[src/hdl/life_pkg.sv]
// fixed 8x8 board; uart timing assumes a 10 MHz clock at 115200 baud, change clks_per_bit otherwise
`default_nettype none

package life_pkg;

  // board geometry, powers of two so cell indices wrap for free
  localparam int log_width   = 3;
  localparam int log_height  = 3;
  localparam int board_width = 1 << log_width;
  localparam int board_cells = board_width * (1 << log_height);

  typedef logic [log_width+log_height-1:0] cell_index_t; // {row, col}
  typedef logic [board_cells-1:0]          board_t;      // bit n is cell n
  typedef logic [7:0]                      byte_t;
  typedef logic [15:0]                     lfsr_t;

  localparam int clks_per_bit = 87;                      // 10 MHz / 115200
  typedef logic [$clog2(clks_per_bit)-1:0] baud_cnt_t;

  // printed characters
  localparam byte_t char_alive = 8'h4f;                  // 'O'
  localparam byte_t char_dead  = 8'h20;                  // space
  localparam byte_t char_cr    = 8'h0d;
  localparam byte_t char_lf    = 8'h0a;

  // ansi cursor home: ESC [ ; H
  localparam int    home_seq_len = 4;
  localparam byte_t home_seq [home_seq_len] = '{8'h1b, 8'h5b, 8'h3b, 8'h48};

  localparam byte_t cmd_random = 8'h30;                  // '0'
  localparam byte_t cmd_step   = 8'h31;                  // '1'
  localparam lfsr_t lfsr_seed  = 16'hace1;

  typedef enum logic [1:0] {ctrl_idle, ctrl_fill, ctrl_update, ctrl_print} ctrl_state_t;
  typedef enum logic [1:0] {prt_home, prt_cell, prt_line_end, prt_wait_busy} print_state_t;
  typedef enum logic [1:0] {eng_idle, eng_fill, eng_count, eng_copy} engine_state_t;

endpackage

`default_nettype wire
[src/hdl/board_if.sv]
// no clock inside; strobes and done are single-cycle and only meaningful in the clk domain
`timescale 1ns/1ps
`default_nettype none

interface board_if import life_pkg::*; ();

  logic        fill_start; // start random fill
  logic        step_start; // start one generation
  logic        done;       // action finished
  cell_index_t rd_index;   // printer read address
  logic        rd_cell;    // current state at rd_index, combinational

  modport engine (input fill_start, step_start, rd_index, output done, rd_cell);
  modport ctrl   (output fill_start, step_start, input done);
  modport reader (output rd_index, input rd_cell);

endinterface

`default_nettype wire

[src/hdl/conway_uart.sv]
// rx and tx are 115200 8N1 at a 10 MHz clk; rx must already be idle high when reset drops
`timescale 1ns/1ps
`default_nettype none

module conway_uart import life_pkg::*; (
  input  wire  clk,
  input  wire  boot_reset,
  input  wire  rx,  // serial in
  output logic tx   // serial out
);

  byte_t rx_data, tx_data;
  logic  rx_valid, tx_start, tx_busy;
  logic  print_start, print_done;

  board_if brd ();

  uart_rx uart_rx_inst (.clk, .boot_reset, .rx, .rx_data, .rx_valid);

  life_ctrl life_ctrl_inst (.clk, .boot_reset, .rx_data, .rx_valid, .brd(brd.ctrl),
                            .print_start, .print_done);

  life_board life_board_inst (.clk, .boot_reset, .brd(brd.engine));

  board_printer board_printer_inst (.clk, .boot_reset, .print_start, .print_done,
                                    .brd(brd.reader), .tx_start, .tx_data, .tx_busy);

  uart_tx uart_tx_inst (.clk, .boot_reset, .tx_start, .tx_data, .tx, .tx_busy);

endmodule

`default_nettype wire

[src/hdl/life_ctrl.sv]
// one command at a time; characters received while busy are dropped, not queued
`timescale 1ns/1ps
`default_nettype none

module life_ctrl import life_pkg::*; (
  input  wire        clk,
  input  wire        boot_reset,
  input  wire byte_t rx_data,
  input  wire        rx_valid,
  board_if.ctrl      brd,
  output logic       print_start,
  input  wire        print_done
);

  ctrl_state_t state;

  always_ff @(posedge clk) begin
    if (boot_reset) begin
      state          <= ctrl_idle;
      brd.fill_start <= 1'b0;
      brd.step_start <= 1'b0;
      print_start    <= 1'b0;
    end else begin
      brd.fill_start <= 1'b0; // all strobes one cycle
      brd.step_start <= 1'b0;
      print_start    <= 1'b0;
      case (state)
        ctrl_idle: if (rx_valid) begin
          if (rx_data == cmd_random) begin
            brd.fill_start <= 1'b1;
            state          <= ctrl_fill;
          end else if (rx_data == cmd_step) begin
            brd.step_start <= 1'b1;
            state          <= ctrl_update;
          end // anything else ignored
        end
        ctrl_fill, ctrl_update: if (brd.done) begin
          print_start <= 1'b1; // show the result of either action
          state       <= ctrl_print;
        end
        default: if (print_done) state <= ctrl_idle; // ctrl_print
      endcase
    end
  end

endmodule

`default_nettype wire

[src/hdl/board_printer.sv]
// print_start is ignored mid-frame; the board must not change until print_done
`timescale 1ns/1ps
`default_nettype none

module board_printer import life_pkg::*; (
  input  wire     clk,
  input  wire     boot_reset,
  input  wire     print_start,
  output logic    print_done,
  board_if.reader brd,
  output logic    tx_start,
  output byte_t   tx_data,
  input  wire     tx_busy
);

  print_state_t state;
  print_state_t ret_state;  // where to go once the byte is out
  logic         active;     // frame in progress
  logic         seen_busy;  // tx_busy went high since our strobe
  logic         lf_phase;   // 0 = CR next, 1 = LF next
  logic         last_byte;  // final LF of the frame
  logic [$clog2(home_seq_len)-1:0] home_idx;
  cell_index_t  cursor;     // next cell to print

  assign brd.rd_index = cursor;

  always_ff @(posedge clk) begin
    if (boot_reset) begin
      state      <= prt_home;
      ret_state  <= prt_home;
      active     <= 1'b0;
      seen_busy  <= 1'b0;
      lf_phase   <= 1'b0;
      last_byte  <= 1'b0;
      home_idx   <= '0;
      cursor     <= '0;
      tx_start   <= 1'b0;
      print_done <= 1'b0;
    end else begin
      tx_start   <= 1'b0;
      print_done <= 1'b0;
      if (!active) begin
        if (print_start) begin
          active    <= 1'b1;
          state     <= prt_home;
          home_idx  <= '0;
          cursor    <= '0;
          lf_phase  <= 1'b0;
          last_byte <= 1'b0;
        end
      end else begin
        // every send state strobes the uart then parks in wait_busy
        case (state)
          prt_home: begin
            tx_data   <= home_seq[home_idx];
            ret_state <= (home_idx == home_seq_len - 1) ? prt_cell : prt_home;
            home_idx  <= home_idx + 1'b1;
          end
          prt_cell: begin
            tx_data   <= brd.rd_cell ? char_alive : char_dead;
            ret_state <= (cursor[log_width-1:0] == log_width'(board_width - 1)) ?
                         prt_line_end : prt_cell;     // row done after column 7
            cursor    <= cursor + 1'b1;
          end
          prt_line_end: begin
            tx_data   <= lf_phase ? char_lf : char_cr;
            ret_state <= lf_phase ? prt_cell : prt_line_end;
            last_byte <= lf_phase && (cursor == '0); // cursor wrapped past cell 63
            lf_phase  <= ~lf_phase;
          end
          default: begin // prt_wait_busy
            if (tx_busy) begin
              seen_busy <= 1'b1;
            end else if (seen_busy) begin
              if (last_byte) begin
                active     <= 1'b0;
                print_done <= 1'b1;
              end else begin
                state <= ret_state;
              end
            end
          end
        endcase
        if (state != prt_wait_busy) begin
          tx_start  <= 1'b1;
          seen_busy <= 1'b0;
          state     <= prt_wait_busy;
        end
      end
    end
  end

endmodule

`default_nettype wire

[src/hdl/life_board.sv]
// start strobes are only honoured when idle; rd_cell shows the current board, never next
`timescale 1ns/1ps
`default_nettype none

module life_board import life_pkg::*; (
  input  wire     clk,
  input  wire     boot_reset,
  board_if.engine brd
);

  engine_state_t state;
  board_t        current;  // displayed generation
  board_t        next;     // generation under construction
  lfsr_t         lfsr;
  cell_index_t   idx;      // cell being filled or evaluated
  logic [3:0]    nb_sel;   // 0..7 neighbor, 8 = apply rule
  logic [3:0]    nb_count; // live neighbors so far

  logic [log_height-1:0] row, nb_row;
  logic [log_width-1:0]  col, nb_col;
  cell_index_t           nb_index;
  logic                  lfsr_fb;

  assign brd.rd_cell = current[brd.rd_index];

  assign row      = idx[log_width+log_height-1:log_width];
  assign col      = idx[log_width-1:0];
  assign nb_index = {nb_row, nb_col};
  assign lfsr_fb  = lfsr[15] ^ lfsr[13] ^ lfsr[12] ^ lfsr[10];

  // neighbor offsets; 3-bit arithmetic gives the torus wrap
  always_comb begin
    nb_row = row;
    nb_col = col;
    case (nb_sel)
      4'd0, 4'd1, 4'd2: nb_row = row - 1'b1; // row above
      4'd5, 4'd6, 4'd7: nb_row = row + 1'b1; // row below
      default: ;
    endcase
    case (nb_sel)
      4'd0, 4'd3, 4'd5: nb_col = col - 1'b1; // left
      4'd2, 4'd4, 4'd7: nb_col = col + 1'b1; // right
      default: ;
    endcase
  end

  // fill writes current directly; an update builds next cell by cell, then copies it whole
  always_ff @(posedge clk) begin
    if (boot_reset) begin
      state    <= eng_idle;
      current  <= '0;        // all dead
      lfsr     <= lfsr_seed;
      idx      <= '0;
      nb_sel   <= '0;
      nb_count <= '0;
      brd.done <= 1'b0;
    end else begin
      brd.done <= 1'b0;
      case (state)
        eng_idle: begin
          idx <= '0;
          if (brd.fill_start)      state <= eng_fill;
          else if (brd.step_start) state <= eng_count;
        end
        eng_fill: begin
          current[idx] <= lfsr[0];          // newest lfsr bit into the cell
          lfsr         <= {lfsr[14:0], lfsr_fb}; // one shift per written cell
          idx          <= idx + 1'b1;
          if (idx == cell_index_t'(board_cells - 1)) begin
            state    <= eng_idle;
            brd.done <= 1'b1;
          end
        end
        eng_count: begin
          if (nb_sel != 4'd8) begin
            nb_count <= nb_count + {3'b000, current[nb_index]};
            nb_sel   <= nb_sel + 1'b1;
          end else begin
            // born on 3, survives on 2 or 3
            next[idx] <= (nb_count == 4'd3) || (current[idx] && nb_count == 4'd2);
            nb_sel    <= '0;
            nb_count  <= '0;
            idx       <= idx + 1'b1;
            if (idx == cell_index_t'(board_cells - 1)) state <= eng_copy;
          end
        end
        default: begin // eng_copy, whole board in one cycle
          current  <= next;
          state    <= eng_idle;
          brd.done <= 1'b1;
        end
      endcase
    end
  end

endmodule

`default_nettype wire

[src/hdl/uart_tx.sv]
// 8N1, tx_start is ignored while tx_busy is high; caller must wait out the frame
`timescale 1ns/1ps
`default_nettype none

module uart_tx import life_pkg::*; (
  input  wire        clk,
  input  wire        boot_reset,
  input  wire        tx_start,
  input  wire byte_t tx_data,
  output logic       tx,
  output logic       tx_busy
);

  logic [9:0] shreg;   // {stop, data, start}, bit 0 on the line
  logic [3:0] bit_cnt; // 0..9
  baud_cnt_t  baud_cnt;

  assign tx = ~tx_busy | shreg[0]; // high when idle

  always_ff @(posedge clk) begin
    if (boot_reset) begin
      tx_busy  <= 1'b0;
      bit_cnt  <= '0;
      baud_cnt <= '0;
    end else if (!tx_busy) begin
      if (tx_start) begin
        shreg    <= {1'b1, tx_data, 1'b0};
        tx_busy  <= 1'b1; // rises the cycle after the strobe
        bit_cnt  <= '0;
        baud_cnt <= '0;
      end
    end else if (baud_cnt == baud_cnt_t'(clks_per_bit - 1)) begin
      baud_cnt <= '0;
      shreg    <= {1'b1, shreg[9:1]};
      if (bit_cnt == 4'd9) tx_busy <= 1'b0; // end of stop bit
      else                 bit_cnt <= bit_cnt + 1'b1;
    end else begin
      baud_cnt <= baud_cnt + 1'b1;
    end
  end

endmodule

`default_nettype wire

[src/hdl/uart_rx.sv]
// 8N1 only, no parity or framing flags; a bad stop bit just drops the byte
`timescale 1ns/1ps
`default_nettype none

module uart_rx import life_pkg::*; (
  input  wire   clk,
  input  wire   boot_reset,
  input  wire   rx,
  output byte_t rx_data,
  output logic  rx_valid
);

  typedef enum logic [1:0] {rxs_idle, rxs_start, rxs_data, rxs_stop} rx_state_t;

  rx_state_t state;
  logic      rx_meta, rx_sync, rx_prev; // two-flop sync plus edge history
  baud_cnt_t baud_cnt;
  logic [2:0] bit_cnt;

  always_ff @(posedge clk) begin
    if (boot_reset) begin
      rx_meta  <= 1'b1; // line idles high
      rx_sync  <= 1'b1;
      rx_prev  <= 1'b1;
      state    <= rxs_idle;
      baud_cnt <= '0;
      bit_cnt  <= '0;
      rx_valid <= 1'b0;
    end else begin
      rx_meta  <= rx;
      rx_sync  <= rx_meta;
      rx_prev  <= rx_sync;
      rx_valid <= 1'b0;
      case (state)
        rxs_idle: if (rx_prev && !rx_sync) begin // falling start edge
          state    <= rxs_start;
          baud_cnt <= '0;
        end
        rxs_start: begin
          if (baud_cnt == baud_cnt_t'(clks_per_bit / 2 - 1)) begin
            baud_cnt <= '0;
            bit_cnt  <= '0;
            state    <= rx_sync ? rxs_idle : rxs_data; // glitch guard
          end else begin
            baud_cnt <= baud_cnt + 1'b1;
          end
        end
        rxs_data: begin
          if (baud_cnt == baud_cnt_t'(clks_per_bit - 1)) begin // middle of a data bit
            baud_cnt <= '0;
            rx_data  <= {rx_sync, rx_data[7:1]};             // lsb arrives first
            if (bit_cnt == 3'd7) state <= rxs_stop;
            bit_cnt <= bit_cnt + 1'b1;
          end else begin
            baud_cnt <= baud_cnt + 1'b1;
          end
        end
        default: begin // rxs_stop
          if (baud_cnt == baud_cnt_t'(clks_per_bit - 1)) begin
            state    <= rxs_idle;
            rx_valid <= rx_sync; // only with a good stop bit
          end else begin
            baud_cnt <= baud_cnt + 1'b1;
          end
        end
      endcase
    end
  end

endmodule

`default_nettype wire

[config.mk]
export PLATFORM = sky130hd
export DESIGN_NAME = conway_uart
export DESIGN_NICKNAME = d
export VERILOG_FILES = /design/src/hdl/life_pkg.sv /design/src/hdl/board_if.sv /design/src/hdl/conway_uart.sv /design/src/hdl/life_ctrl.sv /design/src/hdl/board_printer.sv /design/src/hdl/life_board.sv /design/src/hdl/uart_tx.sv /design/src/hdl/uart_rx.sv
export SDC_FILE = /design/constraint.sdc
export NUM_CORES = 1
export LEC_CHECK = 0
export ABC_AREA = 1
export BUFFER_PORTS_ARGS = -buffer_cell sky130_fd_sc_hd__buf_2
export CORE_MARGIN = 2
export CORE_UTILIZATION = 30
export CTS_BUF_LIST = sky130_fd_sc_hd__clkbuf_16
export DETAILED_ROUTE_END_ITERATION = 7
export PLACE_DENSITY_LB_ADDON = 0.2
export SYNTH_ARGS = -nofsm -noshare
export SYNTH_HDL_FRONTEND = slang
export SYNTH_SLANG_ARGS = --single-unit
[constraint.sdc]
create_clock -name clk -period 6 [get_ports clk]
set_clock_uncertainty 0.1 [all_clocks]
set_input_delay 0.6 -clock clk [delete_from_list [all_inputs] [get_ports clk]]
set_output_delay 0.6 -clock clk [all_outputs]
set_load 0.02 [all_outputs]
# [Word level (Yosys, flattened, before mapping)]
# Cells that the tools add are included.
[word_totals] word_cells=270 in_bits=3 out_inout_bits=1 regBits=238
[op_classes] bitwise_logic=15 eq_ne=51 magnitude_cmp=5 n_reduce_logical=50 muxes=101 add_sub_neg=13
[ops] cell="64-bit bitwise mux" n=2
[ops] cell="64-bit case mux with 2 select lines" n=1
[ops] cell="7-bit two-way mux" n=8
[ops] cell="2-bit two-way mux" n=27
[ops] cell="10-bit two-way mux" n=3
[ops] cell="1-bit two-way mux" n=29
[ops] cell="4-bit two-way mux" n=6
[ops] cell="6-bit two-way mux" n=4
[ops] cell="8-bit case mux with 3 select lines" n=1
[ops] cell="6-bit by 7-bit < comparator with 1-bit output, second input constant" n=3
[ops] cell="7-bit case mux with 3 select lines" n=1
[ops] cell="3-bit AND reduction" n=7
[ops] cell="1-bit binary-select mux with 6-bit select" n=3
[ops] cell="2-bit case mux with 3 select lines" n=3
[ops] cell="3-bit case mux with 2 select lines" n=3
[ops] cell="6-bit case mux with 3 select lines" n=1
[ops] cell="3-bit OR reduction" n=6
[ops] cell="8-bit binary-select mux with 2-bit select" n=1
[ops] cell="4-bit by 2-bit == test with 1-bit output, second input constant" n=4
[ops] cell="4-bit by 3-bit == test with 1-bit output, second input constant" n=4
[ops] cell="8-bit by 6-bit == test with 1-bit output, second input constant" n=2
[ops] cell="8-bit two-way mux" n=2
[ops] cell="2-bit by 1-bit inequality test with 1-bit output, second input constant" n=8
[ops] cell="2-bit inequality test, second input constant" n=8
[ops] cell="43 further kinds" n=98

# [Logic depth before layout (Yosys ltp)]
[logic_depth] depth_word=7 mapped_depth=26 ltp_nobuf=26

# [Cells and area by module]
# A second synthesis with hierarchy kept.
[hier_totals] hier_cells=1712 area_unflattened_um2=13131.3
[modules_own_cells] mod="life_board" seq_area_each_um2=3863.7 cells_per_inst=1209 area_per_inst_um2=9155.0 n_inst=1
[modules_own_cells] mod="board_printer" seq_area_each_um2=570.5 cells_per_inst=167 area_per_inst_um2=1330.0 n_inst=1
[modules_own_cells] mod="uart_rx" seq_area_each_um2=560.5 cells_per_inst=141 area_per_inst_um2=1156.1 n_inst=1
[modules_own_cells] mod="uart_tx" seq_area_each_um2=510.5 cells_per_inst=144 area_per_inst_um2=1136.1 n_inst=1
[modules_own_cells] mod="life_ctrl" seq_area_each_um2=100.1 cells_per_inst=51 area_per_inst_um2=354.1 n_inst=1

# [Worst setup path before layout]
# OpenSTA, ideal clock, no wires.
[synth_timing] path_kind="reg-to-reg" from="register life_board_inst.nb_sel[0]" to="register life_board_inst.nb_count[2]" path_slack_ns=2.903 required_time_ns=5.772 synth_period_minus_slack_ns=3.097 t_arrival_ns=2.868 n_path_buf=1 stages_incl_launch_ff=25 setup_time_ns=0.128 path_cell_list="dfxtp_1 inv_1 ha_1 inv_1 nand2_1 nand2_1 nand2_4 inv_2 fa_1 o21ai_1 nand2_2 inv_2 buf_6 nand3_1 nand3_1 nand3_1 nand3_1 nand3_1 nand2_1 inv_1 ha_1 ha_1 nand2_1 xor2_1 nor2_1"
[synth_via] elab_chain_len=7 elab_cells_between_ends=19 cone_classes="add/sub: 1; eq/ne: 8; mux: 5; reduce/logical: 5"
[synth_lines] item="from (decl)" line_no="life_board.sv:16" rtl="logic [3:0] nb_sel;"
[synth_lines] item="from (signal assigned)" line_no="life_board.sv:77" rtl="nb_sel <= nb_sel + 1'b1;"
[synth_lines] item="4-bit by 2-bit == test with 1-bit output, or another cell as far along" line_no="life_board.sv:35, life_board.sv:40"
[synth_lines] item="3-bit OR reduction, on equally long branches" line_no="life_board.sv:40, life_board.sv:35"
[synth_lines] item="3-bit case mux with 2 select lines, on equally long branches" line_no="life_board.sv:40, life_board.sv:35"
[synth_lines] item="1-bit binary-select mux with 6-bit select" line_no="life_board.sv:76" rtl="nb_count <= nb_count + {3'b000, current[nb_index]};"
[synth_lines] item="1-bit two-way mux (implied by the code)" line_no="life_board.sv:76"
[synth_lines] item="4-bit by 1-bit adder with 4-bit output" line_no="life_board.sv:76"
[synth_lines] item="4-bit two-way mux (*)" line_no="life_board.sv:75" rtl="if (nb_sel != 4'd8) begin"
[synth_lines] item="to (signal assigned)" line_no="life_board.sv:76"
[synth_lines] item="to (decl)" line_no="life_board.sv:17" rtl="logic [3:0] nb_count;"
# Mark *: on every way between the ends. The rest lies on a longest branch, timed or not. The select of a mux whose other input is x is not followed.
# A chain may end at the register's enable or synchronous reset.

# [Worst setup path after layout]
# Ends and elaborated chain as after synthesis.

==> impl_metrics.py <==
metrics = {
    "yosys": {
        "synth_cell_types": 50,
        "syn_nets": 1734,
        "synth_edf_count": 88,
        "synth-seq-area-share_pct": 44.4,
        "synthArstFlopShare_pct": 0,
        "yosysTopAreaCell": "dfxtp_1",
        "synth_top_area_share_pct": 23.4,
        "synthCells": 1695,
        "ys_seq_elements": 236,
        "syn-mean-instance-area_um2": 7.46,
        "synth_top_cells_by_area": "dfxtp_1 (23%), edfxtp_1 (21%), nand2_1 (8.9%)",
        "synth_ff_type": "dfxtp_1",
        "syn_area_mm2": 0.0126,
        "yosysWarnings": 0,
        "netlist_top_cells_count": "nand2_1 (298), nor2_1 (213), nand3_1 (178)",
        "post-synth-top-count-cell": "nand2_1",
    },
    "drt": {
        "drc": 0,
        "drt-pass1-iter-count": 7,
        "viasPerCell": 5.17,
        "finalWirelength_mm": 39.1,
        "drtIter0Drc": 1027,
        "num_vias": 11500,
        "ant_nets": 0,
        "routedWlPerCell_um": 17.6,
    },
    "final_layout": {
        "final_cells": 2217,
        "drive_gt1_share_pct": 5.54,
        "synthToLayoutAreaGrowth_pct": 10.9,
        "fin_nets": 1695,
        "utilization_pct": 33.6,
        "diodes": 0,
    },
    "pwr": {
        "swShare_pct": 41.0,
        "pwr-share-clk_pct": 29.0,
        "power_density_mw_per_mm2": 428,
        "p_seq_share_pct": 36.8,
        "max-vdd-ir-drop_mv": 0.296,
        "internal-power_w": 0.00354,
        "power_frac_comb_pct": 34.2,
        "p_sw_w": 0.00246,
        "p_leak_nw": 5.06,
    },
    "floorplanning": {
        "dieArea_mm2": 0.0438,
        "rows": 75,
        "core-area_mm2": 0.0418,
        "ios": 4,
        "die_y_um": 209,
        "fp.dieW_um": 209,
        "start_util_pct": 30.3,
    },
    "timing": {
        "fin_crit_sh_pct": 66.2,
        "worst_slack_ns": 2.03,
        "min_period_ns": 3.97,
        "maxSlewHeadroom_pct": 33.1,
        "fin_tns_setup_ns": 0,
        "hold_violations": 0,
        "max_freq_mhz": 252,
        "rsz0062_at_grt": "no",
        "drv_slew": 0,
        "worst_slew_pin_slew_ns": 1.00,
        "setup_viol": 0,
    },
    "critical_path": {
        "critPathSlowestCell": "inv_2",
        "cp.required_ns": 6.34,
        "cp-end-kind": "flip-flop",
        "worstSetupStartpointType": "flip-flop",
        "crit_top_cell": "nand3_1",
        "cp_max_fo": 17,
        "crit_family": "simple AND/OR/NAND/NOR gates",
        "cp_cell_sequence": "inv_1 -> ha_1 -> inv_1 -> nand2_1 -> nand2_1 -> nand2_4 -> inv_2 -> fa_1 -> o21ai_1 -> nand2_2 -> inv_2 -> nand3_1 -> nand3_1 -> nand3_1 -> nand3_1 -> nand3_1 -> nand2_1 -> inv_1 -> ha_1 -> ha_1 -> nand2_1 -> xor2_1 -> nor2_1",
        "path_class": "flip-flop to flip-flop",
        "cp_slowest_stage_delay_ns": 0.41,
        "crit_buf_inv": 5,
        "cp.arrival_ns": 4.31,
    },
    "global_route": {
        "grt_usage_pct": 17.6,
        "grt_max_degree": 92,
        "grt_pass1_wl_mm": 61.7,
        "globalRoute.totalOverflow": 0,
        "grt_pass1_vias": 11000,
        "antenna_found_initial": 2,
    },
    "cts": {
        "worstSkewPairLatency_ns": 0.57,
        "ctsResizeCount": 0,
        "clock-root-buffer": "clkbuf_16",
        "cts.path.max_buffers": 3,
        "h-tree-depth": 1,
        "cts_buffers": 28,
        "clk_pin_slew_ns": 0.06,
        "cts_tree": "yes",
        "cts_sinks": 236,
        "cts_setup_buffers": 0,
        "ctsHoldBuffers": 0,
    },
    "placed_design": {
        "preCtsSetupSlack_ns": 2.12,
        "gp_congestion": 0.903,
        "port_buffers": 3,
        "post-dp-hpwl_mm": 24.9,
        "dp_cells": 2165,
    },
    "status": {
        "status": "finished, final reports clean",
    },
    "worst_hold_path": {
        "hold_class": "input pin to flip-flop",
    },
    "flow_run": {
        "cap_viol_max_count": 0,
    },
}
[state kept, by name, summed over array words and instances (netlist names), 2 cells and up]
register / count
board_printer_inst.brd.rd_index: 6
board_printer_inst.home_idx: 2
board_printer_inst.ret_state: 2
board_printer_inst.state: 2
board_printer_inst.tx_data: 7
life_board_inst.current: 64
life_board_inst.idx: 6
life_board_inst.lfsr: 16
life_board_inst.nb_count: 4
life_board_inst.nb_sel: 4
life_board_inst.next: 64
life_board_inst.state: 2
life_ctrl_inst.state: 2
uart_rx_inst.baud_cnt: 7
uart_rx_inst.bit_cnt: 3
uart_rx_inst.rx_data: 8
uart_rx_inst.state: 2
uart_tx_inst.baud_cnt: 7
uart_tx_inst.bit_cnt: 4
uart_tx_inst.shreg: 9
[cells in the final DEF (no fill, tap or decap), types with 12 or more instances in the layout]
cell         n
nand2_1    298
nor2_1     213
inv_1      179
nand3_1    177
dfxtp_1    147
o21ai_0    136
a21oi_1    135
edfxtp_1    88
a31oi_1     67
ha_1        33
clkbuf_16   29
nor3_1      17
buf_4       15
nand4_1     14
a211oi_1    13
inv_2       12
[metal layers]
metal  up-vias  routed length (um)  track usage, %
li1       5677                   -               -
met5         -                   9               0
met4         2                1130            6.16
met1      5422               18700            24.4
met2       293               17200            27.9
met3        72                2070            2.68
[metrics by stage]
step	area (um^2)	power, W	hold WS [ns]
2_1_floorplan	12600	0.00364	0.289
3_3_place_gp	13100	0.00425	0.324
3_5_place_dp	13100	0.00425	0.329
4_1_cts	14000	0.00602	0.0930
5_1_grt	14000	0.00639	0.115
6_report	14000	0.00600	0.119
[final timing paths]
check                                  from                     endpoint  slack, ns  cells past startpoint
hold / removal                           rx         uart_rx_inst.rx_meta       0.12                      2
setup / recovery  life_board_inst.nb_sel[0]  life_board_inst.nb_count[2]       2.03                     23
setup reg to reg  life_board_inst.nb_sel[0]  life_board_inst.nb_count[2]       2.03                     23
hold reg to reg     uart_rx_inst.rx_data[1]      uart_rx_inst.rx_data[0]       0.35                      0
[kinds of logic after synthesis]
kind of cell	after synthesis	share of synthesized area, %
and+or+nand+nor	747	25.3
AOI/OAI and AO/OA	394	17.5
muxes	1	0.0792
buffers and inverters	270	8.39
adders and majority gates	36	3.68
DFF	236	44.4
xor gates and xnor gates	11	0.762
[area by class of cell]
class	instances	area (um^2)
timing repair buffer	18	128
clock inverter	23	204
tap	539	674
sequential	236	5610
inverter	183	687
clock buffer	29	726
multi-input combinational	1189	5990
fill	4368	27700
[power by group through the flow]
stage               Clock, W  Combinational [W]  Sequential (W)
floorplan                  0            0.00160         0.00204
global placement           0            0.00202         0.00224
detailed placement         0            0.00202         0.00223
CTS                  0.00179            0.00203         0.00220
global route         0.00185            0.00230         0.00224
finish               0.00174            0.00205         0.00221
Power figures use the tool's default switching activity.
